**src/verilog/videoPkg.sv**
```systemverilog
// Palette video shared definitions

package videoPkg;

	// ============================================================
	// Palette geometry
	// ============================================================

	// Index width inside one bank
	localparam int PalAddrWidth = 12;

	// Banks selected by the system latch
	localparam int PalBankCount = 2;

	// Bank bit followed by the index
	localparam int RamAddrWidth = PalAddrWidth + $clog2(PalBankCount);

	// Master clocks per pixel
	localparam int DefaultPixelDivide = 8;

	// ============================================================
	// Data types
	// ============================================================

	// One palette entry, dark bit on top
	typedef struct packed {
		logic       dark;
		logic       lowRed;
		logic       lowGreen;
		logic       lowBlue;
		logic [3:0] redNib;
		logic [3:0] greenNib;
		logic [3:0] blueNib;
	} colorWordT;

	typedef logic [7:0] channelT;
	typedef logic [PalAddrWidth-1:0] palAddrT;
	typedef logic [RamAddrWidth-1:0] ramAddrT;

	// System latch select; unlisted codes are ignored
	typedef logic [2:0] latchSelT;
	localparam latchSelT LatchShadow  = 3'd0;
	localparam latchSelT LatchPalBank = 3'd1;

endpackage

```
**src/verilog/colorDecode.sv**
```systemverilog
// Colour word to RGB888 decode

module colorDecode import videoPkg::*; (
	input  logic      CLK_48M,
	input  logic      nRESET,
	input  logic      pixelCe,
	input  colorWordT colorWord,
	output channelT   red,
	output channelT   green,
	output channelT   blue
);

	// ============================================================
	// Channel decode
	// ============================================================

	// Six bits are nibble, low bit, nibble MSB; dark subtracts one
	function automatic channelT decodeChannel(
		input logic [3:0] nib,
		input logic       lowBit,
		input logic       dark
	);
		logic [6:0] level;
		level = {1'b0, nib, lowBit, nib[3]} - {6'd0, dark};
		// Underflow only from an all-zero level with dark set
		if (level[6]) begin
			return '0;
		end
		return {level[5:0], level[4:3]};
	endfunction

	channelT redNext;
	channelT greenNext;
	channelT blueNext;

	assign redNext   = decodeChannel(colorWord.redNib, colorWord.lowRed, colorWord.dark);
	assign greenNext = decodeChannel(colorWord.greenNib, colorWord.lowGreen, colorWord.dark);
	assign blueNext  = decodeChannel(colorWord.blueNib, colorWord.lowBlue, colorWord.dark);

	// ============================================================
	// Pixel register
	// ============================================================

	always_ff @(posedge CLK_48M) begin
		if (!nRESET) begin
			red   <= '0;
			green <= '0;
			blue  <= '0;
		end else if (pixelCe) begin
			red   <= redNext;
			green <= greenNext;
			blue  <= blueNext;
		end
	end

endmodule

```
**config.mk**
```make
export PLATFORM = sky130hd
export DESIGN_NAME = colorDecode
export DESIGN_NICKNAME = d
export VERILOG_FILES = /design/src/verilog/videoPkg.sv /design/src/verilog/colorDecode.sv
export SDC_FILE = /design/constraint.sdc
export NUM_CORES = 1
export LEC_CHECK = 0
export ABC_CLOCK_PERIOD_IN_PS = 2000
export BUFFER_PORTS_ARGS = -buffer_cell sky130_fd_sc_hd__buf_4
export CAP_MARGIN = 20
export CORE_UTILIZATION = 47
export DETAILED_ROUTE_END_ITERATION = 10
export PLACE_DENSITY = 0.78
export SETUP_SLACK_MARGIN = 0.2
export SYNTH_ARGS = -nofsm -noshare
export SYNTH_HDL_FRONTEND = slang
export SYNTH_SLANG_ARGS = --single-unit
```
**constraint.sdc**
```tcl
create_clock -name CLK_48M -period 2 [get_ports CLK_48M]
set_input_delay 0.2 -clock CLK_48M [delete_from_list [all_inputs] [get_ports CLK_48M]]
set_output_delay 0.2 -clock CLK_48M [all_outputs]
set_load 0.03 [all_outputs]
```
==> impl_metrics.ini <==
[run_status]
status = completed

[finish]
n_antenna_cell = 0
instances_no_fill = 168
multi_input_area_um2 = 597
syn_to_final_growth_pct = 31.9
n_fill_cell = 170
seqCellArea_um2 = 360
layout.nets = 167
postLayoutCellArea_um2 = 1370
drive_above_1_share_pct = 37.6

[global_route]
grt_max_degree = 20
antenna_found_initial = 0
grt_pass1_wl_um = 3470
grt.overflow.total = 0
grt.total_usage_pct = 18.6
grt_pass1_vias = 817

[logic_synthesis]
synthFlopType = dfxtp_1
async_flop_share_pct = 0
synthCells = 103
synth.most_common_cell = dfxtp_1
syn_area_per_cell_um2 = 10.1
yosys-top-cells-count = 18 x dfxtp_1, 13 x and2_1, 13 x o2bb2ai_1, 8 x xnor2_1, 7 x inv_1
ys_warn_count = 0
synthTopCellsByArea = dfxtp_1 35%, o2bb2ai_1 11%, and2_1 7.8%
synth_nets = 128
netlist_area_um2 = 1040
ys_types = 24
yosysTopAreaCellShare_pct = 34.6
yosysSeqAreaShare_pct = 34.6
ys_ff_latch = 18
synth_edf_count = 0
yosysTopAreaCell = dfxtp_1

[timing]
finalSetupTns_ps = 0
fmax_mhz = 629
clock_skew_ps = 0
drv_slew = 0
fin_crit_sh_pct = 79.5
maxSlewHeadroom_pct = 77.9
finalSetupViolCount = 0
period_minus_slack_ps = 1590
fin_ws_ps = 410
worst_pin_slew_ps = 331
rsz0062_at_grt = no
final-hold-violation-count = 0

[routing]
vias = 853
drtAntennaViolNets = 0
routed_via_density = 5.08
drt_iter0_drc = 15
drc = 0
dr.pass1.iters = 4
wl_per_cell_um = 12.5
highest_layer = met4
wl_met3_um = 94
wirelength_um = 2110
wl_met2_um = 1030
wl_met1_um = 956

[setup_path]
cp_top_family = compound AO/OA/AOI/OAI gates
cpMaxStageDelayCell = or3b_4
endpoint_kind = register
critPathBufInv = 2
max_stage_delay_ps = 420
arrival_ps = 1790
cp_max_fo = 6
worstSetupPathType = primary input to register
crit_chain = buf_4 -> inv_1 -> ha_1 -> ha_1 -> or3b_4 -> o31ai_4 -> nor2_1 -> a32o_1
start_kind = primary input
required_ps = 2200
cp_common_cell = ha_1

[die]
die_w_um = 49.1
dieArea_um2 = 2410
std_cell_rows = 16
start_util_pct = 51.5
coreArea_um2 = 2020
ios = 43
die_y_um = 49.1

[clock_tree]
cts_buffers = 3
post_cts_buffers = 0
cts_root_buf = clkbuf_4
cts.sinks = 18
cts_max_path_buffers = 2
htreeDepth = 1
post_cts_resized = 0
cts_tree = built
clk_latency_ps = 290
clk_pin_slew_worst_paths_ps = 100
cts_hold_buf = 0

[place]
place_area_um2 = 1340
io_buffers = 42
place.gp.congestion = 0.758
dpl_worst_slack_ps = 77.3
place_hpwl_um = 1630
dp_cells = 164

[job]
drv_cap = 0

[hold_path]
hold_path.class = primary input to register

[power]
p_per_area_nw_per_um2 = 634
ir_drop_uv = 485
cellLeakagePower_nw = 0.603
p_total_mw = 0.870
[metal layers]
metal	up-vias	GRT usage, %
met5	-	0
met1	386	21.8
met4	0	9.31
met2	24	31.7
li1	439	-
met3	4	3.74
[state kept, by name (all words and copies together) (netlist names)]
name,flops
green,6
red,6
blue,6
[worst paths after layout]
check	start	end	slack, ps	cells after the start
max	colorWord[7]	green[7]	410	8
min	colorWord[3]	blue[7]	210	3
max reg2reg	blue[7]	blue[7]	1260	2
min reg2reg	red[7]	red[7]	530	1
[report_power, final]
| group | switching [mW] | internal [mW] |
|---|---|---|
| Combinational | 0.137 | 0.110 |
| Clock | 0.116 | 0.111 |
| Sequential | 0.0147 | 0.382 |
[worst reg2reg max path, stage by stage (launching register included)]
cell	delay [ps]
dfxtp_1	370
a21oi_1	80
a211oi_1	220
[final cells by class]
type | instances | share of cell area [%]
Timing Repair Buffer | 42 | 23.0
Multi-Input combinational cell | 69 | 43.5
Clock buffer | 4 | 2.64
Tap cell | 27 | 2.46
Inverter | 8 | 2.19
Sequential cell | 18 | 26.3
[per-stage QoR]
| step | utilization [%] | hold slack [ps] |
|---|---|---|
| finish | 67.9 | 215 |
| global route | 67.9 | 233 |
| CTS | 67.9 | 209 |
| detailed placement | 66.1 | 503 |
| global placement | 66.1 | 493 |
| floorplan | - | 322 |
[placed cells by master, fill, tap and decap left out]
cell type and n:
nor3b_1 5, inv_2 1, xor2_1 3, buf_4 42, nor2_1 4, ha_1 6, nor3_1 1, or3b_4 3
o31ai_4 3, o21ai_0 1, a21boi_1 1, xnor2_1 8, clkbuf_4 3, o2bb2ai_1 13, a21oi_1 1, nand2b_1 1
clkbuf_8 1, and2_1 13, a32o_1 2, dfxtp_1 18, a211oi_1 1, inv_1 7, or3_1 1, a2bb2oi_1 2
[kinds of logic after synthesis]
logic type | count (synthesis) | share of synthesized area, %
flip-flops | 18 | 34.6
adder cells (fa/ha/maj) | 6 | 7.21
AO/OA/AOI/OAI | 24 | 23.1
XOR/XNOR | 11 | 9.26
buffers and inverters | 16 | 8.05
AND/OR/NAND/NOR | 28 | 17.8
(Power assumes the default switching activity.)
