<file path="src/verilog/videoPkg.sv">
// Palette video shared definitions

package videoPkg;

	// ============================================================
	// Palette geometry
	// ============================================================

	// Index width inside one bank
	localparam int PalAddrWidth = 12;

	// Banks selected by the system latch
	localparam int PalBankCount = 2;

	// Bank bit followed by the index
	localparam int RamAddrWidth = PalAddrWidth + $clog2(PalBankCount);

	// Master clocks per pixel
	localparam int DefaultPixelDivide = 8;

	// ============================================================
	// Data types
	// ============================================================

	// One palette entry, dark bit on top
	typedef struct packed {
		logic       dark;
		logic       lowRed;
		logic       lowGreen;
		logic       lowBlue;
		logic [3:0] redNib;
		logic [3:0] greenNib;
		logic [3:0] blueNib;
	} colorWordT;

	typedef logic [7:0] channelT;
	typedef logic [PalAddrWidth-1:0] palAddrT;
	typedef logic [RamAddrWidth-1:0] ramAddrT;

	// System latch select; unlisted codes are ignored
	typedef logic [2:0] latchSelT;
	localparam latchSelT LatchShadow  = 3'd0;
	localparam latchSelT LatchPalBank = 3'd1;

endpackage

</file>
<file path="src/verilog/systemLatch.sv">
// System latch and palette write port

module systemLatch import videoPkg::*; (
	input  logic      CLK_48M,
	input  logic      nRESET,

	// Control strobe
	input  logic      ctrlWrite,
	input  latchSelT  ctrlSel,
	input  logic      ctrlValue,

	// CPU palette write
	input  logic      palWrite,
	input  palAddrT   palAddr,
	input  colorWordT palData,

	output logic      shadow,
	output logic      palBank,
	output logic      ramWrite,
	output ramAddrT   ramWriteAddr,
	output colorWordT ramWriteData
);

	// ============================================================
	// Control latches
	// ============================================================

	always_ff @(posedge CLK_48M) begin
		if (!nRESET) begin
			shadow  <= 1'b0;
			palBank <= 1'b0;
		end else if (ctrlWrite) begin
			case (ctrlSel)
				LatchShadow:  shadow  <= ctrlValue;
				LatchPalBank: palBank <= ctrlValue;
				default: ;
			endcase
		end
	end

	// ============================================================
	// Palette write register
	// ============================================================

	always_ff @(posedge CLK_48M) begin
		if (!nRESET) begin
			ramWrite <= 1'b0;
		end else begin
			ramWrite <= palWrite;
		end
	end

	// Bank is sampled before any same-cycle bank change lands
	always_ff @(posedge CLK_48M) begin
		if (palWrite) begin
			ramWriteAddr <= {palBank, palAddr};
			ramWriteData <= palData;
		end
	end

	// ============================================================
	// Checks
	// ============================================================

	ctrlSelKnown: assert property (
		@(posedge CLK_48M) disable iff (!nRESET)
		ctrlWrite |-> !$isunknown(ctrlSel)
	) else $error("ctrlSel unknown during ctrlWrite");

endmodule

</file>
<file path="config.mk">
export PLATFORM = sky130hd
export DESIGN_NAME = systemLatch
export DESIGN_NICKNAME = d
export VERILOG_FILES = /design/src/verilog/videoPkg.sv /design/src/verilog/systemLatch.sv
export SDC_FILE = /design/constraint.sdc
export NUM_CORES = 1
export LEC_CHECK = 0
export ABC_AREA = 1
export BUFFER_PORTS_ARGS = -buffer_cell sky130_fd_sc_hd__clkbuf_2
export CAP_MARGIN = 15
export CORE_MARGIN = 3
export CORE_UTILIZATION = 33
export CTS_CLUSTER_DIAMETER = 30
export CTS_CLUSTER_SIZE = 12
export DETAILED_ROUTE_END_ITERATION = 8
export GPL_ROUTABILITY_DRIVEN = 1
export GPL_TIMING_DRIVEN = 0
export HOLD_SLACK_MARGIN = 0.08
export PLACE_DENSITY = 0.66
export SKIP_LAST_GASP = 1
export SLEW_MARGIN = 20
export SYNTH_ARGS = -nofsm -noshare
export SYNTH_HDL_FRONTEND = slang
export SYNTH_SLANG_ARGS = --single-unit
</file>
<file path="constraint.sdc">
create_clock -name CLK_48M -period 0.8 [get_ports CLK_48M]
set_clock_uncertainty 0.05 [all_clocks]
set_input_delay 0.04 -clock CLK_48M [delete_from_list [all_inputs] [get_ports CLK_48M]]
set_output_delay 0.04 -clock CLK_48M [all_outputs]
set_load 0.02 [all_outputs]
</file>
==> metrics.cfg <==
[run_status]
outcome = complete, but fails checks
violations = setup timing

[clock_network]
htreeDepth = 2
numCtsBuffers = 5
clockBufferDepth = 2
cts_sinks = 32
cts_tree = built
worstSkewPairLatency_ns = 0.32
clkTransAtPathRegs_ns = 0.09
holdBufCountCts = 30
clock-root-buffer = clkbuf_4

[power_and_ir_drop]
clockPowerShare_pct = 23.8
vdd_drop_max_mv = 0.874
power_density_nw_per_um2 = 1850
p_sw_share_pct = 24.5
power_mw = 3.46
p_sw_mw = 0.846
combPwrFrac_pct = 18.0
power_frac_seq_pct = 58.2
power_leakage_nw = 0.833
p_int_mw = 2.61

[global_routing]
grt_pass1_vias = 816
grt_pass1_wl_um = 3520
globalRouteOverflowTotal = 0
track_usage_pct = 14.1
grt_antenna_before_repair = 0
grt_max_degree = 31

[sta]
fmax_ghz = 1.02
hold_violations = 0
rsz0062_at_grt = yes
final.period_utilization_pct = 122
hold_ws_ns = 0.0210
slew_headroom_pct = 52.3
tightest_slew_ns = 0.716
final_max_slew_viol_count = 0
setup_viol = 32
setup_slack_ns = -0.177
min_period_ns = 0.977

[worst_setup_path]
cp_data_arrival_time_ns = 0.89
crit_fanout = 1
crit_type = reg -> out
crit_buf_inv = 1
crit_path_max_incr_delay_ns = 0.42
start_kind = register
crit_required_ns = 0.71
critPathCaptureType = primary output
reg2regPathDepth = 3
path_cells = buf_6
cp_top_family = flip-flops
reg2reg_setup_slack_ns = 0.02
cp_num_cells = 1
cpMaxStageDelayCell = edfxtp_1

[floorplan]
ios = 68
rows = 19
chipWidth_um = 61.2
die_h_um = 61.2
core_um2 = 2830
dieArea_um2 = 3750
start_util_pct = 35.6

[route]
vias = 800
drt_iter0_drc = 42
routed_wl_um = 2660
vias_per_cell = 4.32
postRouteAntennaNets = 0
post_drt_wl_per_cell_um = 14.4
firstDrtPassIters = 4
drc_errors = 0

[cells_and_area]
diodes = 0
fin_util_pct = 66.1
synthToLayoutAreaGrowth_pct = 85.8
drive_gt1_share_pct = 51.9
layout_commonest_cell = clkbuf_2
mostFrequentLayoutCells = 35 x clkbuf_2, 30 x dlygate4sd3_1, 29 x edfxtp_1
fill_cells = 199
finalNetCount = 189

[placement]
post-dp-hpwl_um = 1520
io_buffers = 67
place_congestion = 0.701
dpl_worst_slack_ns = -0.236

[min_path]
hold_class = in -> reg
whs_path_depth = 5

[logic_synthesis]
synth_nets = 84
yosysTopAreaCell = edfxtp_1
post_synth.cell_area_avg_um2 = 21.0
syn_area_um2 = 1010
synthTopCellsByArea = edfxtp_1 87%, dfxtp_1 6.0%, inv_1 1.5%, nand2_1 1.1%, nor2_1 1.1%
ys_ff_latch = 32
synth.yosys.seq_area_share_pct = 92.5
netlist_instances = 48
synthDistinctLibCells = 9
yosysTopAreaCellShare_pct = 86.6
yosysWarnings = 0

[run]
max-cap-violations = 0

==> logic make-up (layout without fill, tap and decap cells) <==
| logic type | count (synthesis) | in the layout | synth area share, % |
|---|---|---|---|
| DFF | 32 | 32 | 92.5 |
| and+or+nand+nor | 10 | 10 | 4.98 |
| buffers and inverters | 4 | 110 | 1.49 |
| AOI/OAI and AO/OA | 2 | 2 | 0.995 |
==> per-stage QoR <==
stage               TNS (ns)  std cells  cell area [um2]
floorplan                  0         48             1010
global placement       -6.39        146             1380
detailed placement     -6.91        146             1380
CTS                    -5.51        184             1760
global route           -6.36        185             1870
finish                 -4.53        185             1870
==> power by group through the flow <==
stage / Combinational [mW] / Clock (mW) / Sequential (mW)
floorplan: 0.0222 / 0 / 2.19
global placement: 0.405 / 0 / 2.03
detailed placement: 0.413 / 0 / 2.03
CTS: 0.537 / 0.886 / 2.00
global route: 0.663 / 0.948 / 2.02
finish: 0.621 / 0.822 / 2.01
==> cells in the mapped netlist <==
| library cell | n |
|---|---|
| a21oi_1 | 2 |
| nor2_2 | 1 |
| nand3_1 | 2 |
| edfxtp_1 | 29 |
| inv_1 | 4 |
| dfxtp_1 | 3 |
| nor2_4 | 1 |
| nand2_1 | 3 |
| nor2_1 | 3 |
==> layer usage <==
| layer | routed length, um | track usage, % | vias to the layer above | share of wire (%) |
|---|---|---|---|---|
| li1 | - | - | 384 | - |
| met1 | 876 | 12.5 | 365 | 33 |
| met2 | 1440 | 25.7 | 49 | 54 |
| met3 | 321 | 5.03 | 2 | 12 |
| met4 | 19 | 10.2 | 0 | 0.72 |
| met5 | 0 | 0 | - | 0 |
==> state kept, by name, indices dropped and copies added (netlist names) <==
signal        flops
palBank           1
ramWrite          1
ramWriteAddr     13
ramWriteData     16
shadow            1
==> cell type report <==
class | count | area [um2] | share of cell area, %
flip-flops and latches | 32 | 935 | 50.0
repair buffers | 98 | 769 | 41.2
multi-input cells | 12 | 60.1 | 3.21
well taps | 31 | 38.8 | 2.07
clock buffers | 5 | 37.5 | 2.01
inverters | 4 | 15.0 | 0.803
clock inverters | 3 | 13.8 | 0.736
==> what timing repair did <==
action | 4_1_cts | 5_1_grt
resized for setup | 8 | 65
pin swaps | 0 | 0
hold endpoints to repair | 31 | 2
endpoints found under the setup margin | 32 | 32
buffers inserted | 0 | 1
==> worst paths after layout <==
kind / end / start
max reg2reg: palBank$_SDFFE_PN0P_ / palBank$_SDFFE_PN0P_
max: ramWriteAddr[4] / ramWriteAddr[4]$_DFFE_PP_
min: palBank$_SDFFE_PN0P_ / ctrlSel[1]
min reg2reg: ramWriteAddr[12]$_DFFE_PP_ / palBank$_SDFFE_PN0P_
(Power assumes the default switching activity.)
