$ cat config.mk
export PLATFORM = sky130hd
export DESIGN_NAME = pixelOutput
export DESIGN_NICKNAME = d
export VERILOG_FILES = /design/src/verilog/videoPkg.sv /design/src/verilog/pixelOutput.sv
export SDC_FILE = /design/constraint.sdc
export NUM_CORES = 1
export LEC_CHECK = 0
export CAP_MARGIN = 20
export CORE_AREA = 2 2 52 54
export DETAILED_ROUTE_END_ITERATION = 12
export DIE_AREA = 0 0 54 56
export DONT_BUFFER_PORTS = 1
export PLACE_DENSITY = 0.71
export SLEW_MARGIN = 0
export SYNTH_ARGS = -nofsm -noshare
export SYNTH_HDL_FRONTEND = slang
export SYNTH_SLANG_ARGS = --single-unit
$ cat constraint.sdc
create_clock -name CLK_48M -period 2 [get_ports CLK_48M]
set_input_delay 0.3 -clock CLK_48M [delete_from_list [all_inputs] [get_ports CLK_48M]]
set_output_delay 0.3 -clock CLK_48M [all_outputs]
set_load 0.02 [all_outputs]
$ cat src/verilog/videoPkg.sv
// Palette video shared definitions

package videoPkg;

	// ============================================================
	// Palette geometry
	// ============================================================

	// Index width inside one bank
	localparam int PalAddrWidth = 12;

	// Banks selected by the system latch
	localparam int PalBankCount = 2;

	// Bank bit followed by the index
	localparam int RamAddrWidth = PalAddrWidth + $clog2(PalBankCount);

	// Master clocks per pixel
	localparam int DefaultPixelDivide = 8;

	// ============================================================
	// Data types
	// ============================================================

	// One palette entry, dark bit on top
	typedef struct packed {
		logic       dark;
		logic       lowRed;
		logic       lowGreen;
		logic       lowBlue;
		logic [3:0] redNib;
		logic [3:0] greenNib;
		logic [3:0] blueNib;
	} colorWordT;

	typedef logic [7:0] channelT;
	typedef logic [PalAddrWidth-1:0] palAddrT;
	typedef logic [RamAddrWidth-1:0] ramAddrT;

	// System latch select; unlisted codes are ignored
	typedef logic [2:0] latchSelT;
	localparam latchSelT LatchShadow  = 3'd0;
	localparam latchSelT LatchPalBank = 3'd1;

endpackage

$ cat src/verilog/pixelOutput.sv
// Output stage with shadow, enable and blank delay

module pixelOutput import videoPkg::*; (
	input  logic    CLK_48M,
	input  logic    nRESET,
	input  logic    pixelCe,

	input  channelT red,
	input  channelT green,
	input  channelT blue,
	input  logic    shadow,
	input  logic    videoEnable,
	input  logic    hBlankIn,
	input  logic    vBlankIn,

	output channelT redOut,
	output channelT greenOut,
	output channelT blueOut,
	output logic    hBlank,
	output logic    vBlank
);

	// Blank levels, first two stages
	logic [1:0] hBlankPipe;
	logic [1:0] vBlankPipe;

	// Black when disabled, half brightness under shadow
	function automatic channelT shadeChannel(
		input channelT level,
		input logic    shadowOn,
		input logic    enable
	);
		if (!enable) begin
			return '0;
		end
		return shadowOn ? (level >> 1) : level;
	endfunction

	// ============================================================
	// Colour register
	// ============================================================

	always_ff @(posedge CLK_48M) begin
		if (!nRESET) begin
			redOut   <= '0;
			greenOut <= '0;
			blueOut  <= '0;
		end else if (pixelCe) begin
			redOut   <= shadeChannel(red, shadow, videoEnable);
			greenOut <= shadeChannel(green, shadow, videoEnable);
			blueOut  <= shadeChannel(blue, shadow, videoEnable);
		end
	end

	// ============================================================
	// Blank alignment
	// ============================================================

	// Three pixels deep to match RAM, decode and output stages
	always_ff @(posedge CLK_48M) begin
		if (!nRESET) begin
			hBlankPipe <= '0;
			vBlankPipe <= '0;
			hBlank     <= 1'b0;
			vBlank     <= 1'b0;
		end else if (pixelCe) begin
			hBlankPipe <= {hBlankPipe[0], hBlankIn};
			vBlankPipe <= {vBlankPipe[0], vBlankIn};
			hBlank     <= hBlankPipe[1];
			vBlank     <= vBlankPipe[1];
		end
	end

endmodule

==> results of run 1 <==
registers in the layout, indices dropped and copies added, names as in the netlist:
register and flops:
hBlank 1, redOut 8, hBlankPipe 2, blueOut 8, vBlankPipe 2, greenOut 8
vBlank 1
how the worst max path moves through the flow:
stage / from / endpoint / slack, ps / depth (start not counted)
after detailed placement: nRESET / redOut[1] / 1040 / 3
final: greenOut[2] / greenOut[2] / 890 / 0
after global routing: redOut[2] / redOut[2] / 840 / 0
after global placement: nRESET / redOut[1] / 1060 / 3
after CTS: greenOut[2] / greenOut[2] / 870 / 0
after floorplan: shadow / blueOut[0] / 990 / 4
power by group through the flow:
stage	combinational (W)	clock (W)	sequential, W
2_1_floorplan	0.000100	0	0.000675
3_3_place_gp	0.0000867	0	0.000680
3_5_place_dp	0.0000903	0	0.000680
4_1_cts	0.0000901	0.000384	0.000667
5_1_grt	0.0000979	0.000406	0.000669
6_report	0.0000886	0.000367	0.000666
layout make-up:
cell class / instances / share of cell area (%)
Clock buffer: 7 / 3.901
Clock inverter: 1 / 0.3546
Multi-Input combinational cell: 65 / 49.47
Sequential cell: 30 / 42.55
Tap cell: 30 / 2.660
Timing Repair Buffer: 2 / 1.064
through the flow:
stage | hold slack (ps) | instance area [um2] | util (%) | total power [W]
global placement | 430.9 | 1351 | 55.56 | 0.0007666
floorplan | 463.0 | 1359 | - | 0.0007754
CTS | 99.72 | 1411 | 58.02 | 0.001141
detailed placement | 438.1 | 1351 | 55.56 | 0.0007706
finish | 115.8 | 1411 | 58.02 | 0.001122
global route | 109.4 | 1411 | 58.02 | 0.001174
layout by cell type (no fill, tap or decap):
cell	synthesis	final
a21boi_1	3	3
buf_4	6	2
clkbuf_1	0	1
clkbuf_4	1	5
clkbuf_8	0	1
clkinv_2	0	1
dfxtp_1	30	30
mux2i_1	27	27
nand2b_1	3	3
nand3_1	1	1
nand4b_1	3	3
nor2b_1	7	6
nor2b_2	0	1
o2bb2ai_1	1	1
o2bb2ai_2	20	20
kinds of logic (layout without fill, tap and decap cells):
logic type / after synthesis / in the layout / synth area share [%]
flip-flops: 30 / 30 / 44.20
multiplexers: 27 / 27 / 19.89
AO/OA/AOI/OAI: 24 / 24 / 24.40
AND/OR/NAND/NOR: 14 / 14 / 6.906
buffers and inverters: 9 / 10 / 4.604
per-layer routing:
| metal | up-vias | GRT usage (%) | wire, um |
|---|---|---|---|
| met3 | 2 | 8.871 | 261 |
| met5 | - | 0 | 0 |
| li1 | 394 | - | - |
| met1 | 367 | 20.50 | 1070 |
| met2 | 35 | 25.78 | 1074 |
| met4 | 0 | 7.500 | 15 |
==> metrics.cfg, run 1 <==
[global_routing]
grt_pass1_vias = 840
grt_max_degree = 25
grt_remaining_overflow = 0
grtUsageTotal_pct = 17.34
antenna_found_initial = 0
grt_pass1_wl_um = 3815

[floorplan]
die_h_um = 56
rows = 18
start_util_pct = 55.86
die_w_um = 54
ios = 57
core_area_um2 = 2432
die-area_um2 = 3024

[synth]
netlist_instances = 104
ys_top_cells_by_area = dfxtp_1, o2bb2ai_2, mux2i_1, buf_4, nor2b_1
syn_avg_cell_area_um2 = 13.07
synth.most_common_cell = dfxtp_1
synth_edf_count = 0
syn_nets = 135
yosysWarnings = 0
yosysTopAreaCellShare_pct = 44.20
synth_top_cell_by_area = dfxtp_1
ys.flop_type = dfxtp_1
yosysSeqAreaShare_pct = 44.20
netlist_area_um2 = 1359
synth_common_cells = dfxtp_1, mux2i_1, o2bb2ai_2
synth_seq_cells = 30
synthArstFlopShare_pct = 0
synth_cell_types = 12

[cells_and_area]
instances_no_fill = 135
drive_gt1_share_pct = 28.57
syn_to_final_growth_pct = 3.867
regArea_um2 = 600.6
diodes = 0
fillCellCount = 208
multiInputGateArea_um2 = 698.2
nets = 135

[timing]
grt_setup_unrepaired = false
period_share_pct = 55.55
setup_tns_ps = 0
min_period_ps = 1111
hold_viol = 0
tightest_slew_ps = 358.9
finalWorstSetupSlack_ps = 889.0
final_max_slew_viol_count = 0
finalSetupViolCount = 0
fmax_mhz = 900.1
skew_ps = 1.984
maxSlewHeadroom_pct = 76.07

[setup_path]
path_max_fanout = 2
ff2ff_path_depth = 2
critical_path_class = flip-flop to output port
rrSetupSlack_ps = 1260
reg2reg_to = hBlank
startpoint_type = flip-flop
r2r-start = hBlank
cp.required_ps = 1700
cp.arrival_ps = 810
endpoint_kind = output port

[clock_network]
cts_setup_buffers = 0
root_buffer = clkbuf_4
cts_max_path_buffers = 2
clock_sinks = 30
cts_resized = 0
clk_pin_slew_worst_paths_ps = 100
clkLatencyLatePin_ps = 310
htreeDepth = 2
cts_tree = built
hold_buffers = 0
cts_buffers = 5

[detailed_routing]
drc_errors = 0
vias = 798
via_per_inst = 5.911
drtIter0Drc = 5
firstDrtPassIters = 4
wl_um = 2422
wire_per_inst_um = 17.94
drtAntennaViolNets = 0

[pwr]
ir_drop_mv = 0.6070
comb_power_share_pct = 7.9
power_density_nw_per_um2 = 795.0
p_int_w = 0.0008415
netSwitchingFraction_pct = 25.00
switching_power_w = 0.0002805
power_frac_clock_pct = 32.7
seqPwrFrac_pct = 59.4
leakagePower_nw = 0.5544

[place]
pre_cts_slack_ps = 1040
place_congestion = 0.6246
placed_cells_incl_taps = 127
hpwlAfterDp_um = 1700
port_buffers = 0

[hold_path]
hold_class = primary input to flip-flop
holdPathStages = 1
worstHoldEndpoint = vBlankPipe[1]
worstHoldStart = nRESET

[run]
drv_cap = 0

[outcome]
status = completed

(Power assumes the default switching activity.)
==> run 2: changes to the inputs <==
--- a/config.mk
+++ b/config.mk
@@ -6,9 +6,9 @@
 export NUM_CORES = 1
 export LEC_CHECK = 0
 export CAP_MARGIN = 20
-export CORE_AREA = 2 2 52 54
+export CORE_AREA = 2 2 53 55
 export DETAILED_ROUTE_END_ITERATION = 12
-export DIE_AREA = 0 0 54 56
+export DIE_AREA = 0 0 55 57
 export DONT_BUFFER_PORTS = 1
 export PLACE_DENSITY = 0.71
 export SLEW_MARGIN = 0
==> constraint.sdc (replaced) <==
create_clock -name CLK_48M -period 1 [get_ports CLK_48M]
set_input_delay 0.15 -clock CLK_48M [delete_from_list [all_inputs] [get_ports CLK_48M]]
set_output_delay 0.15 -clock CLK_48M [all_outputs]
set_load 0.02 [all_outputs]
==> run 2 against run 1 <==
  * Sequential power grew 100%
  * Cell count grew 13%
  * Clock-buffer cell count is the same
  * Critical path type unchanged
  * Worst setup slack lost 850 ps
==> metrics.cfg, run 2 (synthesis gave the netlist of run 1 again) <==
[clock_network]
cts_tree = built
clock_sinks = 30
htreeDepth = 2
root_buffer = clkbuf_4
clkLatencyLatePin_ps = 330
cts_buffers = 5
clk_pin_slew_worst_paths_ps = 100
cts_max_path_buffers = 2

[setup_path]
r2r-start = blueOut[7]
cp.arrival_ps = 810
critical_path_class = flip-flop to output port
endpoint_kind = output port
startpoint_type = flip-flop
cp.depth = 0
path_max_fanout = 2
cp.required_ps = 850
startpoint = greenOut[5]
ff2ff_path_depth = 2

[global_routing]
grtUsageTotal_pct = 19.13
grt_remaining_overflow = 0
antenna_found_initial = 0
grt_pass1_vias = 914
grt_max_degree = 25
grt_pass1_wl_um = 4229

[hold_path]
worstHoldStart = red[4]
holdPathStages = 2
hold_class = primary input to flip-flop

[timing]
tightest_slew_ps = 652.2
skew_ps = 0.1965
maxSlewHeadroom_pct = 56.32
setup_tns_ps = 0
period_share_pct = 96.05
whs_ps = 7.902
final_max_slew_viol_count = 0
fmax_mhz = 1041
min_period_ps = 960.5
finalSetupViolCount = 0
hold_viol = 0

[place]
place_congestion = 0.6444
hpwlAfterDp_um = 1719
port_buffers = 0
place_area_um2 = 1385

[pwr]
ir_drop_mv = 1.183
power_density_nw_per_um2 = 1446
power_frac_clock_pct = 31.9
p_int_w = 0.001737
leakagePower_nw = 0.6474
comb_power_share_pct = 11.0
netSwitchingFraction_pct = 25.57
switching_power_w = 0.0005968
seqPwrFrac_pct = 57.1

[floorplan]
die-area_um2 = 3135
ios = 57
core_area_um2 = 2615
rows = 19
start_util_pct = 51.96
die_h_um = 57
die_w_um = 55

[cells_and_area]
syn_to_final_growth_pct = 18.78
top_regs = blueOut x8, greenOut x8, redOut x8
drive_gt1_share_pct = 29.51
nets = 152
final_common_cell = mux2i_1
diodes = 0
design_area_um2 = 1614
final_cell_mix = mux2i_1, dfxtp_1, o2bb2ai_2

[detailed_routing]
wl_um = 2763
drc_errors = 0
drtAntennaViolNets = 0
firstDrtPassIters = 2
wire_per_inst_um = 18.06
via_per_inst = 5.810
drtIter0Drc = 2
vias = 889

[outcome]
status = completed

[run]
drv_cap = 0

[run 2: cell count changes in the layout (fill, tap and decap cells not counted), sizes merged]
cell,delta
buf,+1
dlymetal6s4s,+1
dlygate4sd3,+15
[run 2: path summary, 6_finish.rpt]
check	slack (ps)	end
worst max-delay path	40	greenOut[5]
worst min-delay path	8	redOut[4]
worst max register to register	240	blueOut[7]
worst min register to register	480	redOut[7]
[run 2: metrics by stage]
stage          std cells  setup slack [ps]  power [W]  utilization, %
2_1_floorplan        104             144.1   0.001551               -
3_3_place_gp         129            -73.99   0.001545           52.97
3_5_place_dp         129            -115.0   0.001553           52.97
4_1_cts              149             27.25   0.002338           59.86
5_1_grt              153            -2.284   0.002441           61.72
6_report             153             39.52   0.002334           61.72
[run 2: cell type report]
| class | instances | area, um2 |
|---|---|---|
| clock buffer | 7 | 55.05 |
| multi-input combinational | 65 | 698.2 |
| clock inverter | 1 | 5.005 |
| fill | 221 | 1001 |
| tap | 31 | 38.79 |
| sequential | 30 | 606.8 |
| timing repair buffer | 19 | 210.2 |
[run 2: power by group through the flow]
stage	Combinational, W	Clock, W	Sequential [W]
6_report	0.000256	0.000745	0.00133
5_1_grt	0.000279	0.000822	0.00134
3_5_place_dp	0.000195	0	0.00136
2_1_floorplan	0.000200	0	0.00135
3_3_place_gp	0.000187	0	0.00136
4_1_cts	0.000242	0.000764	0.00133
[run 2: what timing repair did]
item,CTS,global route
buffers inserted,0,0
hold endpoints to repair,13,3
hold buffers,12,4
setup endpoints to repair,0,6
resized for setup,0,6
[run 2: per-layer routing]
metal  global-route usage, %  part of all wire (%)
met5                       0                     0
met4                   6.272                  0.98
met3                   9.424                   9.7
met2                   29.08                    47
met1                   23.45                    42
==> run 3: changes to the inputs <==
--- a/config.mk
+++ b/config.mk
@@ -5,12 +5,13 @@
 export SDC_FILE = /design/constraint.sdc
 export NUM_CORES = 1
 export LEC_CHECK = 0
+export ABC_AREA = 1
 export CAP_MARGIN = 20
-export CORE_AREA = 2 2 53 55
+export CORE_AREA = 2 2 57 59
 export DETAILED_ROUTE_END_ITERATION = 12
-export DIE_AREA = 0 0 55 57
+export DIE_AREA = 0 0 59 61
 export DONT_BUFFER_PORTS = 1
-export PLACE_DENSITY = 0.71
+export PLACE_DENSITY = 0.7
 export SLEW_MARGIN = 0
 export SYNTH_ARGS = -nofsm -noshare
 export SYNTH_HDL_FRONTEND = slang
==> run 3 against run 2 <==
  * Die area up 15%
  * Combinational power grew 64%
  * Power up 5.3%
  * Largest cell class unchanged
  * Highest routed layer unchanged
==> metrics.cfg, run 3 <==
[detailed_routing]
wl_um = 3271
firstDrtPassIters = 4
drc_errors = 0
wire_per_inst_um = 12.30
vias = 1367
drtAntennaViolNets = 0
drtIter0Drc = 33
via_per_inst = 5.139

[timing]
setup_tns_ps = 0
tightest_slew_ps = 392.1
grt_setup_unrepaired = false
hold_viol = 0
finalSetupViolCount = 0
period_share_pct = 97.50
fmax_mhz = 1026
maxSlewHeadroom_pct = 73.82
whs_ps = 15.66
min_period_ps = 975.0
final_max_slew_viol_count = 0
skew_ps = 0.1961
finalWorstSetupSlack_ps = 25.04

[floorplan]
die_w_um = 59
die_h_um = 61
start_util_pct = 52.37
ios = 57
die-area_um2 = 3599
rows = 20
core_area_um2 = 2953

[setup_path]
cpMaxStageDelayCell = dfxtp_1
cp.required_ps = 850
max_stage_delay_ps = 360
startpoint_type = flip-flop
rrSetupSlack_ps = 270
path_max_fanout = 2
endpoint_kind = output port
path_cells = buf_4
cp.arrival_ps = 820
critPathBufInv = 1
critical_path_class = flip-flop to output port
crit_family = flip-flops

[cells_and_area]
final_common_cell = nand2_1
final_cell_mix = nand2_1, inv_1, buf_4
drive_gt1_share_pct = 36.48
diodes = 0
fillCellCount = 254
nets = 263
instances_no_fill = 266
top_regs = blueOut x8, greenOut x8, redOut x8
syn_to_final_growth_pct = 19.74
regArea_um2 = 610.6
multiInputGateArea_um2 = 744.5

[clock_network]
clock_sinks = 30
cts_buffers = 5
clkLatencyLatePin_ps = 320
clk_pin_slew_worst_paths_ps = 90
htreeDepth = 2
cts_tree = built
cts_max_path_buffers = 2
root_buffer = clkbuf_4

[synth]
synth.most_common_cell = nand2_1
synth_cell_types = 15
yosysSeqAreaShare_pct = 38.83
syn_avg_cell_area_um2 = 7.656
synth_top_cell_by_area = dfxtp_1
syn_nets = 233
yosysWarnings = 0
synth_seq_cells = 30
netlist_instances = 202
synth_edf_count = 0
yosysTopAreaCellShare_pct = 38.83
netlist_area_um2 = 1546
ys_top_cells_by_area = dfxtp_1, nand2_1, nand3_2, a21oi_2, inv_1
ys.flop_type = dfxtp_1
synth_common_cells = nand2_1, dfxtp_1, inv_1
synthArstFlopShare_pct = 0

[place]
hpwlAfterDp_um = 2249
pre_cts_slack_ps = 150.9
place_congestion = 0.7242
port_buffers = 0
placed_cells_incl_taps = 251

[pwr]
leakagePower_nw = 0.8310
totalPowerFinal_w = 0.002457
power_density_nw_per_um2 = 1327
ir_drop_mv = 0.8370

[global_routing]
grt_remaining_overflow = 0
grt_pass1_wl_um = 5250
grtUsageTotal_pct = 19.48
antenna_found_initial = 0
grt_pass1_vias = 1309
grt_max_degree = 31

[outcome]
status = completed

[run]
drv_cap = 0

[hold_path]
hold_class = primary input to flip-flop

-- run 3: cell types whose count changed in the layout (fill, tap and decap cells not counted), moves of 6 or more --
cell	change
a21oi_2	+20
o2bb2ai_2	-20
buf_4	+25
o21ai_0	+6
nand2_1	+66
inv_1	+26
nor2_1	+12
mux2i_1	-27
dlygate4sd3_1	-8
nor2b_1	-6
nand3_2	+20
-- run 3: repair_timing --
| action | in CTS | in global routing |
|---|---|---|
| hold buffers | 7 | 0 |
| gates resized for setup | 1 | 7 |
| endpoints found under the setup margin | 1 | 7 |
| setup buffers | 0 | 0 |
| endpoints found under the hold margin | 9 | 0 |
-- run 3: path summary, 6_finish.rpt --
check                   from  cells past startpoint          to
setup / recovery  blueOut[0]                      1  blueOut[0]
hold / removal       pixelCe                      2      vBlank
setup reg to reg      hBlank                      2      hBlank
hold reg to reg    redOut[1]                      2   redOut[1]
-- run 3: cell families after synthesis --
family                 count (synthesis)  share of synthesized area [%]
buffers and inverters                 39                          13.03
DFF                                   30                          38.84
and+or+nand+nor                      103                          33.58
AOI/OAI and AO/OA                     30                          14.56
-- run 3: area by class of cell --
type | instances | area share, %
timing repair buffer | 34 | 15.41
clock buffer | 7 | 2.973
tap | 33 | 2.230
multi-input combinational | 133 | 40.20
clock inverter | 1 | 0.2703
sequential | 30 | 32.97
inverter | 28 | 5.946
-- run 3: where the power goes --
part           switching [W]  internal [W]
Clock               0.000405      0.000340
Combinational       0.000256      0.000165
Sequential         0.0000363       0.00125
-- run 3: through the flow --
step	area (um2)	utilization [%]
4_1_cts	1843	62.42
3_5_place_dp	1712	57.97
2_1_floorplan	1546	-
5_1_grt	1852	62.71
3_3_place_gp	1712	57.97
6_report	1852	62.71
-- run 3: layer usage --
metal  up-vias  track usage (%)  wire length [um]
li1        687                -                 -
met1       624            22.72              1439
met2        48            32.86              1604
met3         8            5.330               174
met4         0            10.06                53
met5         -                0                 0
