===== src/verilog/videoPkg.sv =====
// Palette video shared definitions

package videoPkg;

	// ============================================================
	// Palette geometry
	// ============================================================

	// Index width inside one bank
	localparam int PalAddrWidth = 12;

	// Banks selected by the system latch
	localparam int PalBankCount = 2;

	// Bank bit followed by the index
	localparam int RamAddrWidth = PalAddrWidth + $clog2(PalBankCount);

	// Master clocks per pixel
	localparam int DefaultPixelDivide = 8;

	// ============================================================
	// Data types
	// ============================================================

	// One palette entry, dark bit on top
	typedef struct packed {
		logic       dark;
		logic       lowRed;
		logic       lowGreen;
		logic       lowBlue;
		logic [3:0] redNib;
		logic [3:0] greenNib;
		logic [3:0] blueNib;
	} colorWordT;

	typedef logic [7:0] channelT;
	typedef logic [PalAddrWidth-1:0] palAddrT;
	typedef logic [RamAddrWidth-1:0] ramAddrT;

	// System latch select; unlisted codes are ignored
	typedef logic [2:0] latchSelT;
	localparam latchSelT LatchShadow  = 3'd0;
	localparam latchSelT LatchPalBank = 3'd1;

endpackage


===== src/verilog/pixelClockGen.sv =====
// Pixel clock enable generator

module pixelClockGen import videoPkg::*; #(
	parameter int PixelDivide = DefaultPixelDivide
) (
	input  logic CLK_48M,
	input  logic nRESET,
	output logic pixelCe
);

	localparam int CountWidth = (PixelDivide > 1) ? $clog2(PixelDivide) : 1;
	localparam logic [CountWidth-1:0] LastCount = CountWidth'(PixelDivide - 1);

	logic [CountWidth-1:0] count;

	// Counter wraps at PixelDivide, pulse on the wrap
	always_ff @(posedge CLK_48M) begin
		if (!nRESET) begin
			count   <= '0;
			pixelCe <= 1'b0;
		end else begin
			if (count == LastCount) begin
				count   <= '0;
				pixelCe <= 1'b1;
			end else begin
				count   <= count + 1'b1;
				pixelCe <= 1'b0;
			end
		end
	end

	// ============================================================
	// Checks
	// ============================================================

	// Pulses stay a full pixel apart
	pulseSpacing: assert property (
		@(posedge CLK_48M) disable iff (!nRESET)
		pixelCe |=> !pixelCe [*(PixelDivide - 1)]
	) else $error("pixelCe pulses closer than %0d cycles", PixelDivide);

endmodule


===== config.mk =====
export PLATFORM = sky130hd
export DESIGN_NAME = pixelClockGen
export DESIGN_NICKNAME = d
export VERILOG_FILES = /design/src/verilog/videoPkg.sv /design/src/verilog/pixelClockGen.sv
export SDC_FILE = /design/constraint.sdc
export NUM_CORES = 1
export LEC_CHECK = 0
export BUFFER_PORTS_ARGS = -buffer_cell sky130_fd_sc_hd__buf_2
export CAP_MARGIN = 20
export CORE_AREA = 2 2 39 41
export DETAILED_ROUTE_END_ITERATION = 7
export DIE_AREA = 0 0 41 43
export GPL_ROUTABILITY_DRIVEN = 0
export HOLD_SLACK_MARGIN = 0.02
export PLACE_DENSITY = 0.3
export RECOVER_POWER = 25
export SYNTH_ARGS = -nofsm -noshare
export SYNTH_HDL_FRONTEND = slang
export SYNTH_SLANG_ARGS = --single-unit

===== constraint.sdc =====
create_clock -name CLK_48M -period 1 [get_ports CLK_48M]
set_input_delay 0.2 -clock CLK_48M [delete_from_list [all_inputs] [get_ports CLK_48M]]
set_output_delay 0.2 -clock CLK_48M [all_outputs]
set_load 0.05 [all_outputs]

==> impl_metrics.env, run 1 <==
export IMPL_max_slew_margin=0.896
export IMPL_detail_route_antenna_nets=0
export IMPL_io_buffers=2
export IMPL_wire_per_inst_um=7.41
export IMPL_fin_skew_ns=0.00575
export IMPL_hold_path_startpoint="nRESET"
export IMPL_syn_num_nets=14
export IMPL_synth_seq_area_share=0.561
export IMPL_cts_setup_buffers=0
export IMPL_r2r_cells=3
export IMPL_worstReg2RegEnd="count[2]"
export IMPL_cp_arrival_ns=0.75
export IMPL_status="completed"
export IMPL_antenna_cells=0
export IMPL_ioPinCount=3
export IMPL_fin_tns_setup_ns=0
export IMPL_crit_fanout=1
export IMPL_grt_max_degree=5
export IMPL_drt_pass1_iter_count=3
export IMPL_rsz0062_at_grt="no"
export IMPL_numCtsBuffers=3
export IMPL_cts_sinks=4
export IMPL_routed_wl_um=237
export IMPL_gr_usage_all_layers=0.0432
export IMPL_hold_viol_final=0
export IMPL_cap_violations=0
export IMPL_gr_total_overflow=0
export IMPL_crit_family="flip-flops"
export IMPL_synth_cell_type_count=5
export IMPL_wl_met3_um=44
export IMPL_critPathKind="reg -> out"
export IMPL_cp_slowest_cell="dfxtp_1"
export IMPL_p_leak_nw=0.0977
export IMPL_maxUsedRoutingLayer="met3"
export IMPL_drt_initial_drc_count=2
export IMPL_worstHoldPathCells=2
export IMPL_reg2reg_from="count[0]"
export IMPL_coreArea_um2=1380
export IMPL_met1_length_um=110
export IMPL_hp_class="in -> reg"
export IMPL_syn_area_um2=143
export IMPL_crit_cells=1
export IMPL_worstPathRequired_ns=0.80
export IMPL_die_x_um=41
export IMPL_antenna_found_initial=0
export IMPL_end_kind="output pin"
export IMPL_placed_cell_area_um2=183
export IMPL_power_w=0.000404
export IMPL_die_area_um2=1760
export IMPL_grt_pass1_wl_um=379
export IMPL_setup_viol=0
export IMPL_tightest_slew_ns=0.157
export IMPL_ff2ff_setup_slack_ns=0.05
export IMPL_power_density_nw_per_um2=1750
export IMPL_dp_cells=29
export IMPL_drc_errors=0
export IMPL_clkLatencyLatePin_ns=0.23
export IMPL_vias=90
export IMPL_post_route_period_util=0.951
export IMPL_wl_met2_um=83
export IMPL_fin_nets=22
export IMPL_vdd_drop_max_uv=810
export IMPL_crit_chain="clkbuf_4"
export IMPL_whs_endpoint="pixelCe"
export IMPL_clkTransAtPathRegs_ns=0.04
export IMPL_syn_area_per_cell_um2=14.3
export IMPL_ys_ff_latch=4
export IMPL_multi_input_area_um2=87.6
export IMPL_crit_buf_inv=1
export IMPL_via_per_inst=2.81
export IMPL_yosys_warnings=0
export IMPL_cp_start_kind="flip-flop"
export IMPL_min_period_ns=0.951
export IMPL_fillerInstances=156
export IMPL_rows=14
export IMPL_layoutNonFillerInstCount=32
export IMPL_cts_root_buf="clkbuf_4"
export IMPL_grt_pass1_vias=98
export IMPL_start_util=0.103
export IMPL_die_h_um=43
export IMPL_max_freq_mhz=1050
export IMPL_cts_path_max_buffers=2
export IMPL_cts_hold_buf=0
export IMPL_register_area_um2=81.3
export IMPL_synth_cells=10
export IMPL_holdWs_ns=0.227
export IMPL_htreeDepth=1
export IMPL_final_max_slew_viol_count=0
export IMPL_drive_above_1_share=0.688
export IMPL_area_growth_pct=62.3
export IMPL_cts_tree="done"
export IMPL_slowest_delay_ns=0.30
export IMPL_final_cell_area_um2=231
where the power goes:
part	switching (W)	total (W)	internal, W
Sequential	0.00000891	0.000181	0.000172
Clock	0.0000612	0.000195	0.000134
Combinational	0.00000949	0.0000283	0.0000188
Total	0.0000796	0.000404	0.000325
synth_stat cells:
| library cell | count | area share |
|---|---|---|
| and3b_1 | 2 | 0.12 |
| ha_1 | 2 | 0.18 |
| dfxtp_1 | 4 | 0.56 |
| and2_2 | 1 | 0.053 |
| nor3b_2 | 1 | 0.088 |
sequential cells by signal, indices dropped and copies added, names as in the netlist:
register  count
count         3
pixelCe       1
repair_timing:
item                                   CTS  global route
pin swaps                                1             1
setup endpoints to repair                2             5
resized for setup                        1             3
endpoints found under the hold margin    0             0
gates cloned                             0             0
how the worst max path moves through the flow:
stage                     to  slack [ns]  startpoint
CTS                 count[2]       0.001    count[0]
detailed placement  count[2]       -0.01    count[0]
finish               pixelCe        0.05     pixelCe
global route         pixelCe        0.02     pixelCe
global placement    count[1]      -0.004    count[0]
floorplan           count[2]       0.004    count[0]
layout make-up:
cell class | count | share of cell area
clock buffer | 3 | 0.0973
sequential | 4 | 0.351
timing repair buffer | 3 | 0.0865
multi-input combinational | 6 | 0.378
tap | 16 | 0.0865
stage by stage:
| stage | util | setup WS [ns] |
|---|---|---|
| floorplan | - | 0.00364 |
| global placement | 0.132 | -0.00435 |
| detailed placement | 0.132 | -0.0149 |
| CTS | 0.149 | 0.00142 |
| global route | 0.167 | 0.0168 |
| finish | 0.167 | 0.0489 |
kinds of logic (layout without fill, tap and decap cells):
family                     after synthesis  count (layout)  share of synthesized area
DFF                                      4               4                      0.561
and+or+nand+nor                          4               4                      0.263
adders and majority gates                2               2                      0.175
buffers and inverters                    0               6                          0
cells in the final DEF, fill, tap and decap left out, drive strengths merged:
cell,count
clkbuf,4
dfxtp,4
and3b,2
ha,2
buf,2
nor3b,1
and2,1
routing by layer:
metal / up-vias / track usage
met4: 0 / 0.0200
met2: 6 / 0.0375
met5: - / 0
met3: 0 / 0.0942
met1: 37 / 0.0322
li1: 47 / -
(Power assumes the default switching activity.)
==> run 2: changes to the inputs <==
--- a/config.mk
+++ b/config.mk
@@ -5,11 +5,11 @@
 export SDC_FILE = /design/constraint.sdc
 export NUM_CORES = 1
 export LEC_CHECK = 0
-export BUFFER_PORTS_ARGS = -buffer_cell sky130_fd_sc_hd__buf_2
 export CAP_MARGIN = 20
 export CORE_AREA = 2 2 39 41
 export DETAILED_ROUTE_END_ITERATION = 7
 export DIE_AREA = 0 0 41 43
+export DONT_BUFFER_PORTS = 1
 export GPL_ROUTABILITY_DRIVEN = 0
 export HOLD_SLACK_MARGIN = 0.02
 export PLACE_DENSITY = 0.3
==> run 2 against run 1 <==
  * Via count up 5.6%
  * Die area unchanged
  * Cell area down 3.8%
  * Global-route usage down 0.10 points
  * Total power up 0.91%
  * First-iteration DRC count up 50%
  * Fmax up 0.24%
  * Non-clock buffer count down 1
  * Largest power group unchanged
  * Highest routed layer unchanged
==> impl_metrics.env, run 2 (same netlist as run 1, synthesis figures left out) <==
export IMPL_grt_max_degree=5
export IMPL_fillerInstances=155
export IMPL_coreArea_um2=1380
export IMPL_post_route_period_util=0.949
export IMPL_fin_skew_ns=0.00357
export IMPL_worstPathRequired_ns=1.13
export IMPL_max_freq_mhz=1050
export IMPL_cts_sinks=4
export IMPL_p_leak_nw=0.0918
export IMPL_setup_viol=0
export IMPL_slowest_delay_ns=0.32
export IMPL_cts_root_buf="clkbuf_4"
export IMPL_layout_commonest_cell="clkbuf_4"
export IMPL_ff2ff_setup_slack_ns=0.05
export IMPL_setup_ws_ns=0.0512
export IMPL_whs_endpoint="pixelCe"
export IMPL_end_kind="flip-flop"
export IMPL_grt_pass1_wl_um=393
export IMPL_clkTransAtPathRegs_ns=0.04
export IMPL_final_max_slew_viol_count=0
export IMPL_routed_wl_um=277
export IMPL_cts_path_max_buffers=2
export IMPL_register_area_um2=82.6
export IMPL_reg2reg_from="count[0]"
export IMPL_hp_class="in -> reg"
export IMPL_status="completed"
export IMPL_worstReg2RegEnd="count[2]"
export IMPL_place_ws_ns=-0.0224
export IMPL_start_util=0.103
export IMPL_worstHoldPathCells=1
export IMPL_die_x_um=41
export IMPL_die_h_um=43
export IMPL_io_buffers=0
export IMPL_top_regs="count x3, pixelCe x1"
export IMPL_hold_viol_final=0
export IMPL_wire_per_inst_um=8.94
export IMPL_power_density_nw_per_um2=1830
export IMPL_largest_reg_flops=3
export IMPL_antenna_cells=0
export IMPL_crit_top_cell="ha_4"
export IMPL_antenna_found_initial=0
export IMPL_numCtsBuffers=3
export IMPL_cts_tree="done"
export IMPL_clkLatencyLatePin_ns=0.23
export IMPL_gr_total_overflow=0
export IMPL_cp_start_kind="flip-flop"
export IMPL_tightest_slew_ns=0.143
export IMPL_fin_nets=21
export IMPL_rows=14
export IMPL_detail_route_antenna_nets=0
export IMPL_rsz0062_at_grt="no"
export IMPL_drt_pass1_iter_count=2
export IMPL_vias=95
export IMPL_multi_input_area_um2=82.6
export IMPL_critPathKind="reg -> reg"
export IMPL_gr_usage_all_layers=0.0421
export IMPL_r2r_cells=3
export IMPL_grt_pass1_vias=112
export IMPL_crit_fanout=2
export IMPL_vdd_drop_max_uv=453
export IMPL_power_w=0.000408
export IMPL_fin_tns_setup_ns=0
export IMPL_hold_path_startpoint="nRESET"
export IMPL_drive_above_1_share=0.667
export IMPL_area_growth_pct=56.1
export IMPL_min_period_ns=0.949
export IMPL_cap_violations=0
export IMPL_ioPinCount=3
export IMPL_cts_setup_buffers=0
export IMPL_hpwl_um=178
export IMPL_via_per_inst=3.06
export IMPL_die_area_um2=1760
export IMPL_startpoint="count[0]"
export IMPL_top_register="count"
export IMPL_drt_initial_drc_count=3
export IMPL_cp_arrival_ns=1.08
export IMPL_crit_chain="ha_4 -> ha_4 -> and3b_1"
export IMPL_htreeDepth=1
export IMPL_cp_slowest_cell="dfxtp_2"
export IMPL_drc_errors=0
export IMPL_max_slew_margin=0.905
-- run 2: cell count changes in the layout (fill, tap and decap cells not counted) --
cell and delta:
buf_2 -1, buf_4 +1, clkbuf_4 -1, dfxtp_1 -1, dfxtp_2 +1, nor3b_1 +1
nor3b_2 -1
-- run 2: where the power goes --
group	internal, W	leakage [nW]	switching, W	total, W
Clock	0.000134	0.0138	0.0000661	0.000200
Sequential	0.000173	0.0334	0.00000858	0.000181
Combinational	0.0000179	0.0446	0.00000817	0.0000261
Total	0.000325	0.0918	0.0000829	0.000408
-- run 2: final cells by class --
cell class | count | area share
clock buffers | 3 | 0.101
multi-input cells | 6 | 0.371
flip-flops and latches | 4 | 0.371
well taps | 16 | 0.0899
repair buffers | 2 | 0.0674
-- run 2: routing by layer --
layer,vias up,GRT usage,routed length (um)
li1,46,-,-
met1,46,0.0256,91
met2,3,0.0469,158
met3,0,0.0524,27
met4,0,0.0600,0
met5,-,0,0
-- run 2: repair_timing --
| item | CTS | global route |
|---|---|---|
| endpoints found under the hold margin | 0 | 0 |
| endpoints found under the setup margin | 3 | 4 |
| gates resized for setup | 1 | 4 |
| hold buffers | 0 | 0 |
| pin swaps | 2 | 2 |
-- run 2: worst max-delay path: cells and delay by family, from the launching register on --
family	cells	cell delay [ns]
adder cells (fa/ha/maj)	2	0.36
flip-flops	1	0.32
AND/OR/NAND/NOR	1	0.16
-- run 2: worst max path at each step --
| stage | endpoint | slack, ns | cells past startpoint |
|---|---|---|---|
| 6_report | count[2] | 0.05 | 3 |
| 5_1_grt | count[2] | 0.02 | 3 |
| 4_1_cts | count[2] | 0.004 | 3 |
| 3_5_place_dp | count[2] | -0.02 | 3 |
| 3_3_place_gp | count[2] | -0.008 | 3 |
| 2_1_floorplan | count[2] | 0.004 | 3 |
-- run 2: stage by stage --
stage / utilization / hold WS (ns) / cell area [um^2] / instances
2_1_floorplan: - / 0.342 / 145 / 10
3_3_place_gp: 0.130 / 0.348 / 180 / 28
3_5_place_dp: 0.130 / 0.352 / 180 / 28
4_1_cts: 0.147 / 0.102 / 204 / 31
5_1_grt: 0.161 / 0.100 / 223 / 31
6_report: 0.161 / 0.109 / 223 / 31
==> run 3: changes to the inputs <==
--- a/config.mk
+++ b/config.mk
@@ -5,6 +5,7 @@
 export SDC_FILE = /design/constraint.sdc
 export NUM_CORES = 1
 export LEC_CHECK = 0
+export ABC_AREA = 1
 export CAP_MARGIN = 20
 export CORE_AREA = 2 2 39 41
 export DETAILED_ROUTE_END_ITERATION = 7
==> run 3 against run 2 <==
  * Count of clock-buffer cells in the layout is the same
  * Fmax rose by 0.73%
  * Worst hold slack lost 0.032 ns
  * Clock skew down 0.00089 ns
  * Largest power group unchanged
  * Critical endpoint unchanged
==> impl_metrics.env, run 3 <==
export IMPL_cts_resized=0
export IMPL_area_growth_pct=39.8
export IMPL_synthArstFlopShare=0
export IMPL_max_slew_margin=0.904
export IMPL_hold_viol_final=0
export IMPL_final_cell_mix="3 x inv_1, 3 x nor2_1, 3 x clkbuf_4, 3 x dfxtp_1, 2 x ha_2"
export IMPL_io_buffers=0
export IMPL_pwr_share_clk=0.498
export IMPL_numCtsBuffers=3
export IMPL_end_kind="flip-flop"
export IMPL_start_util=0.102
export IMPL_top_regs="count x3, pixelCe x1"
export IMPL_cts_hold_buf=0
export IMPL_coreArea_um2=1380
export IMPL_grt_pass1_vias=86
export IMPL_routed_wl_um=207
export IMPL_dp_cells=32
export IMPL_post_route_util=0.143
export IMPL_drive_above_1_share=0.474
export IMPL_slowest_delay_ns=0.31
export IMPL_final_max_slew_viol_count=0
export IMPL_cts_root_buf="clkbuf_4"
export IMPL_clkLatencyLatePin_ns=0.23
export IMPL_cts_sinks=4
export IMPL_cts_path_max_buffers=2
export IMPL_netlist_top_cells_area="dfxtp_1 57%, ha_1 18%, inv_1 11%, nor2_1 8.0%, nand2_2 4.4%"
export IMPL_via_per_inst=2.86
export IMPL_antenna_cells=0
export IMPL_fin_skew_ns=0.00268
export IMPL_rows=14
export IMPL_yosys_warnings=0
export IMPL_netlist_top_cells_count="4 x dfxtp_1, 4 x inv_1, 3 x nor2_1"
export IMPL_setup_ws_ns=0.0580
export IMPL_worstHoldPathCells=2
export IMPL_synth_seq_area_share=0.566
export IMPL_gr_total_overflow=0
export IMPL_synthFlopType="dfxtp_1"
export IMPL_worstPathRequired_ns=1.17
export IMPL_cts_tree="done"
export IMPL_layoutNonFillerInstCount=35
export IMPL_min_period_ns=0.942
export IMPL_htreeDepth=1
export IMPL_yosysTopAreaCell="dfxtp_1"
export IMPL_fin_tns_setup_ns=0
export IMPL_p_leak_nw=0.0944
export IMPL_drt_pass1_iter_count=3
export IMPL_gr_usage_all_layers=0.0361
export IMPL_p_switching_w=0.0000750
export IMPL_clkTransAtPathRegs_ns=0.04
export IMPL_top_register="count"
export IMPL_crit_top_cell="ha_2"
export IMPL_crit_fanout=2
export IMPL_internal_power_w=0.000315
export IMPL_comb_power_share=0.051
export IMPL_seqPwrFrac=0.451
export IMPL_largest_reg_flops=3
export IMPL_hold_path_startpoint="nRESET"
export IMPL_power_density_nw_per_um2=1970
export IMPL_wire_per_inst_um=5.91
export IMPL_die_h_um=43
export IMPL_syn_area_um2=141
export IMPL_ys_ff_latch=4
export IMPL_drc_errors=0
export IMPL_vias=100
export IMPL_synth_cells=15
export IMPL_die_area_um2=1760
export IMPL_reg2reg_from="count[0]"
export IMPL_place_ws_ns=0.0351
export IMPL_detail_route_antenna_nets=0
export IMPL_switching_share=0.192
export IMPL_syn_area_per_cell_um2=9.43
export IMPL_setup_viol=0
export IMPL_cap_violations=0
export IMPL_ioPinCount=3
export IMPL_drt_initial_drc_count=4
export IMPL_synth_cell_type_count=6
export IMPL_startpoint="count[0]"
export IMPL_grt_max_degree=4
export IMPL_status="completed"
export IMPL_max_freq_mhz=1060
export IMPL_cp_start_kind="flip-flop"
export IMPL_cts_setup_buffers=0
export IMPL_die_x_um=41
export IMPL_fin_nets=25
export IMPL_cp_arrival_ns=1.11
export IMPL_tightest_slew_ns=0.146
export IMPL_grt_pass1_wl_um=317
export IMPL_antenna_found_initial=0
export IMPL_critPathKind="reg -> reg"
export IMPL_cp_slowest_cell="dfxtp_2"
export IMPL_synth_edf_count=0
export IMPL_crit_chain="ha_2 -> ha_2 -> inv_1 -> nor2_1"
export IMPL_syn_num_nets=19
export IMPL_synth_top_cell_area_share=0.566
export IMPL_vdd_drop_max_uv=574
export IMPL_r2r_cells=4
export IMPL_hp_class="in -> reg"
export IMPL_post_route_period_util=0.942
-- run 3: cell types whose count changed after synthesis --
| cell | delta |
|---|---|
| and3b_1 | -2 |
| and2_2 | -1 |
| nand2_1 | +1 |
| nor2_1 | +3 |
| inv_1 | +4 |
| nand2_2 | +1 |
| nor3b_2 | -1 |
-- run 3: final cells by class --
class | instances | area [um^2]
Multi-Input combinational cell | 7 | 51.3
Sequential cell | 4 | 81.3
Inverter | 4 | 15.0
Timing Repair Buffer | 1 | 7.51
Tap cell | 16 | 20.0
Fill cell | 158 | 1190
Clock buffer | 3 | 22.5
-- run 3: cells by family after synthesis --
family,count (synthesis),synth area share
and+or+nand+nor,5,0.150
DFF,4,0.566
buffers and inverters,4,0.106
adders and majority gates,2,0.177
-- run 3: worst max-delay path, delay by kind of cell (launching register included) --
family	cells	cell delay (ns)
adder cells (fa/ha/maj)	2	0.47
flip-flops	1	0.31
AND/OR/NAND/NOR	1	0.07
buffers and inverters	1	0.03
-- run 3: power groups by stage --
stage               registers, W   logic, W  clock network (W)
detailed placement      0.000177  0.0000194                  0
CTS                     0.000175  0.0000196           0.000207
finish                  0.000176  0.0000199           0.000194
global placement        0.000177  0.0000191                  0
global route            0.000176  0.0000264           0.000220
floorplan               0.000177  0.0000159                  0
-- run 3: through the flow --
| stage | power, W | instance area, um^2 | hold slack (ns) |
|---|---|---|---|
| after global routing | 0.000422 | 198 | 0.0765 |
| after floorplan | 0.000193 | 141 | 0.298 |
| final | 0.000390 | 198 | 0.0765 |
| after global placement | 0.000196 | 169 | 0.304 |
| after detailed placement | 0.000197 | 169 | 0.310 |
| after CTS | 0.000401 | 191 | 0.0646 |
-- run 3: layer usage --
metal  vias up  share of wire  global-route usage
li1         51              -                   -
met1        41           0.36              0.0383
met2         8           0.36              0.0188
met3         0           0.28              0.0785
met4         0              0              0.0200
met5         -              0                   0
-- run 3: worst paths after layout --
check	endpoint	slack, ns
max	count[2]	0.06
max reg2reg	count[2]	0.06
min reg2reg	count[0]	0.40
min	pixelCe	0.08
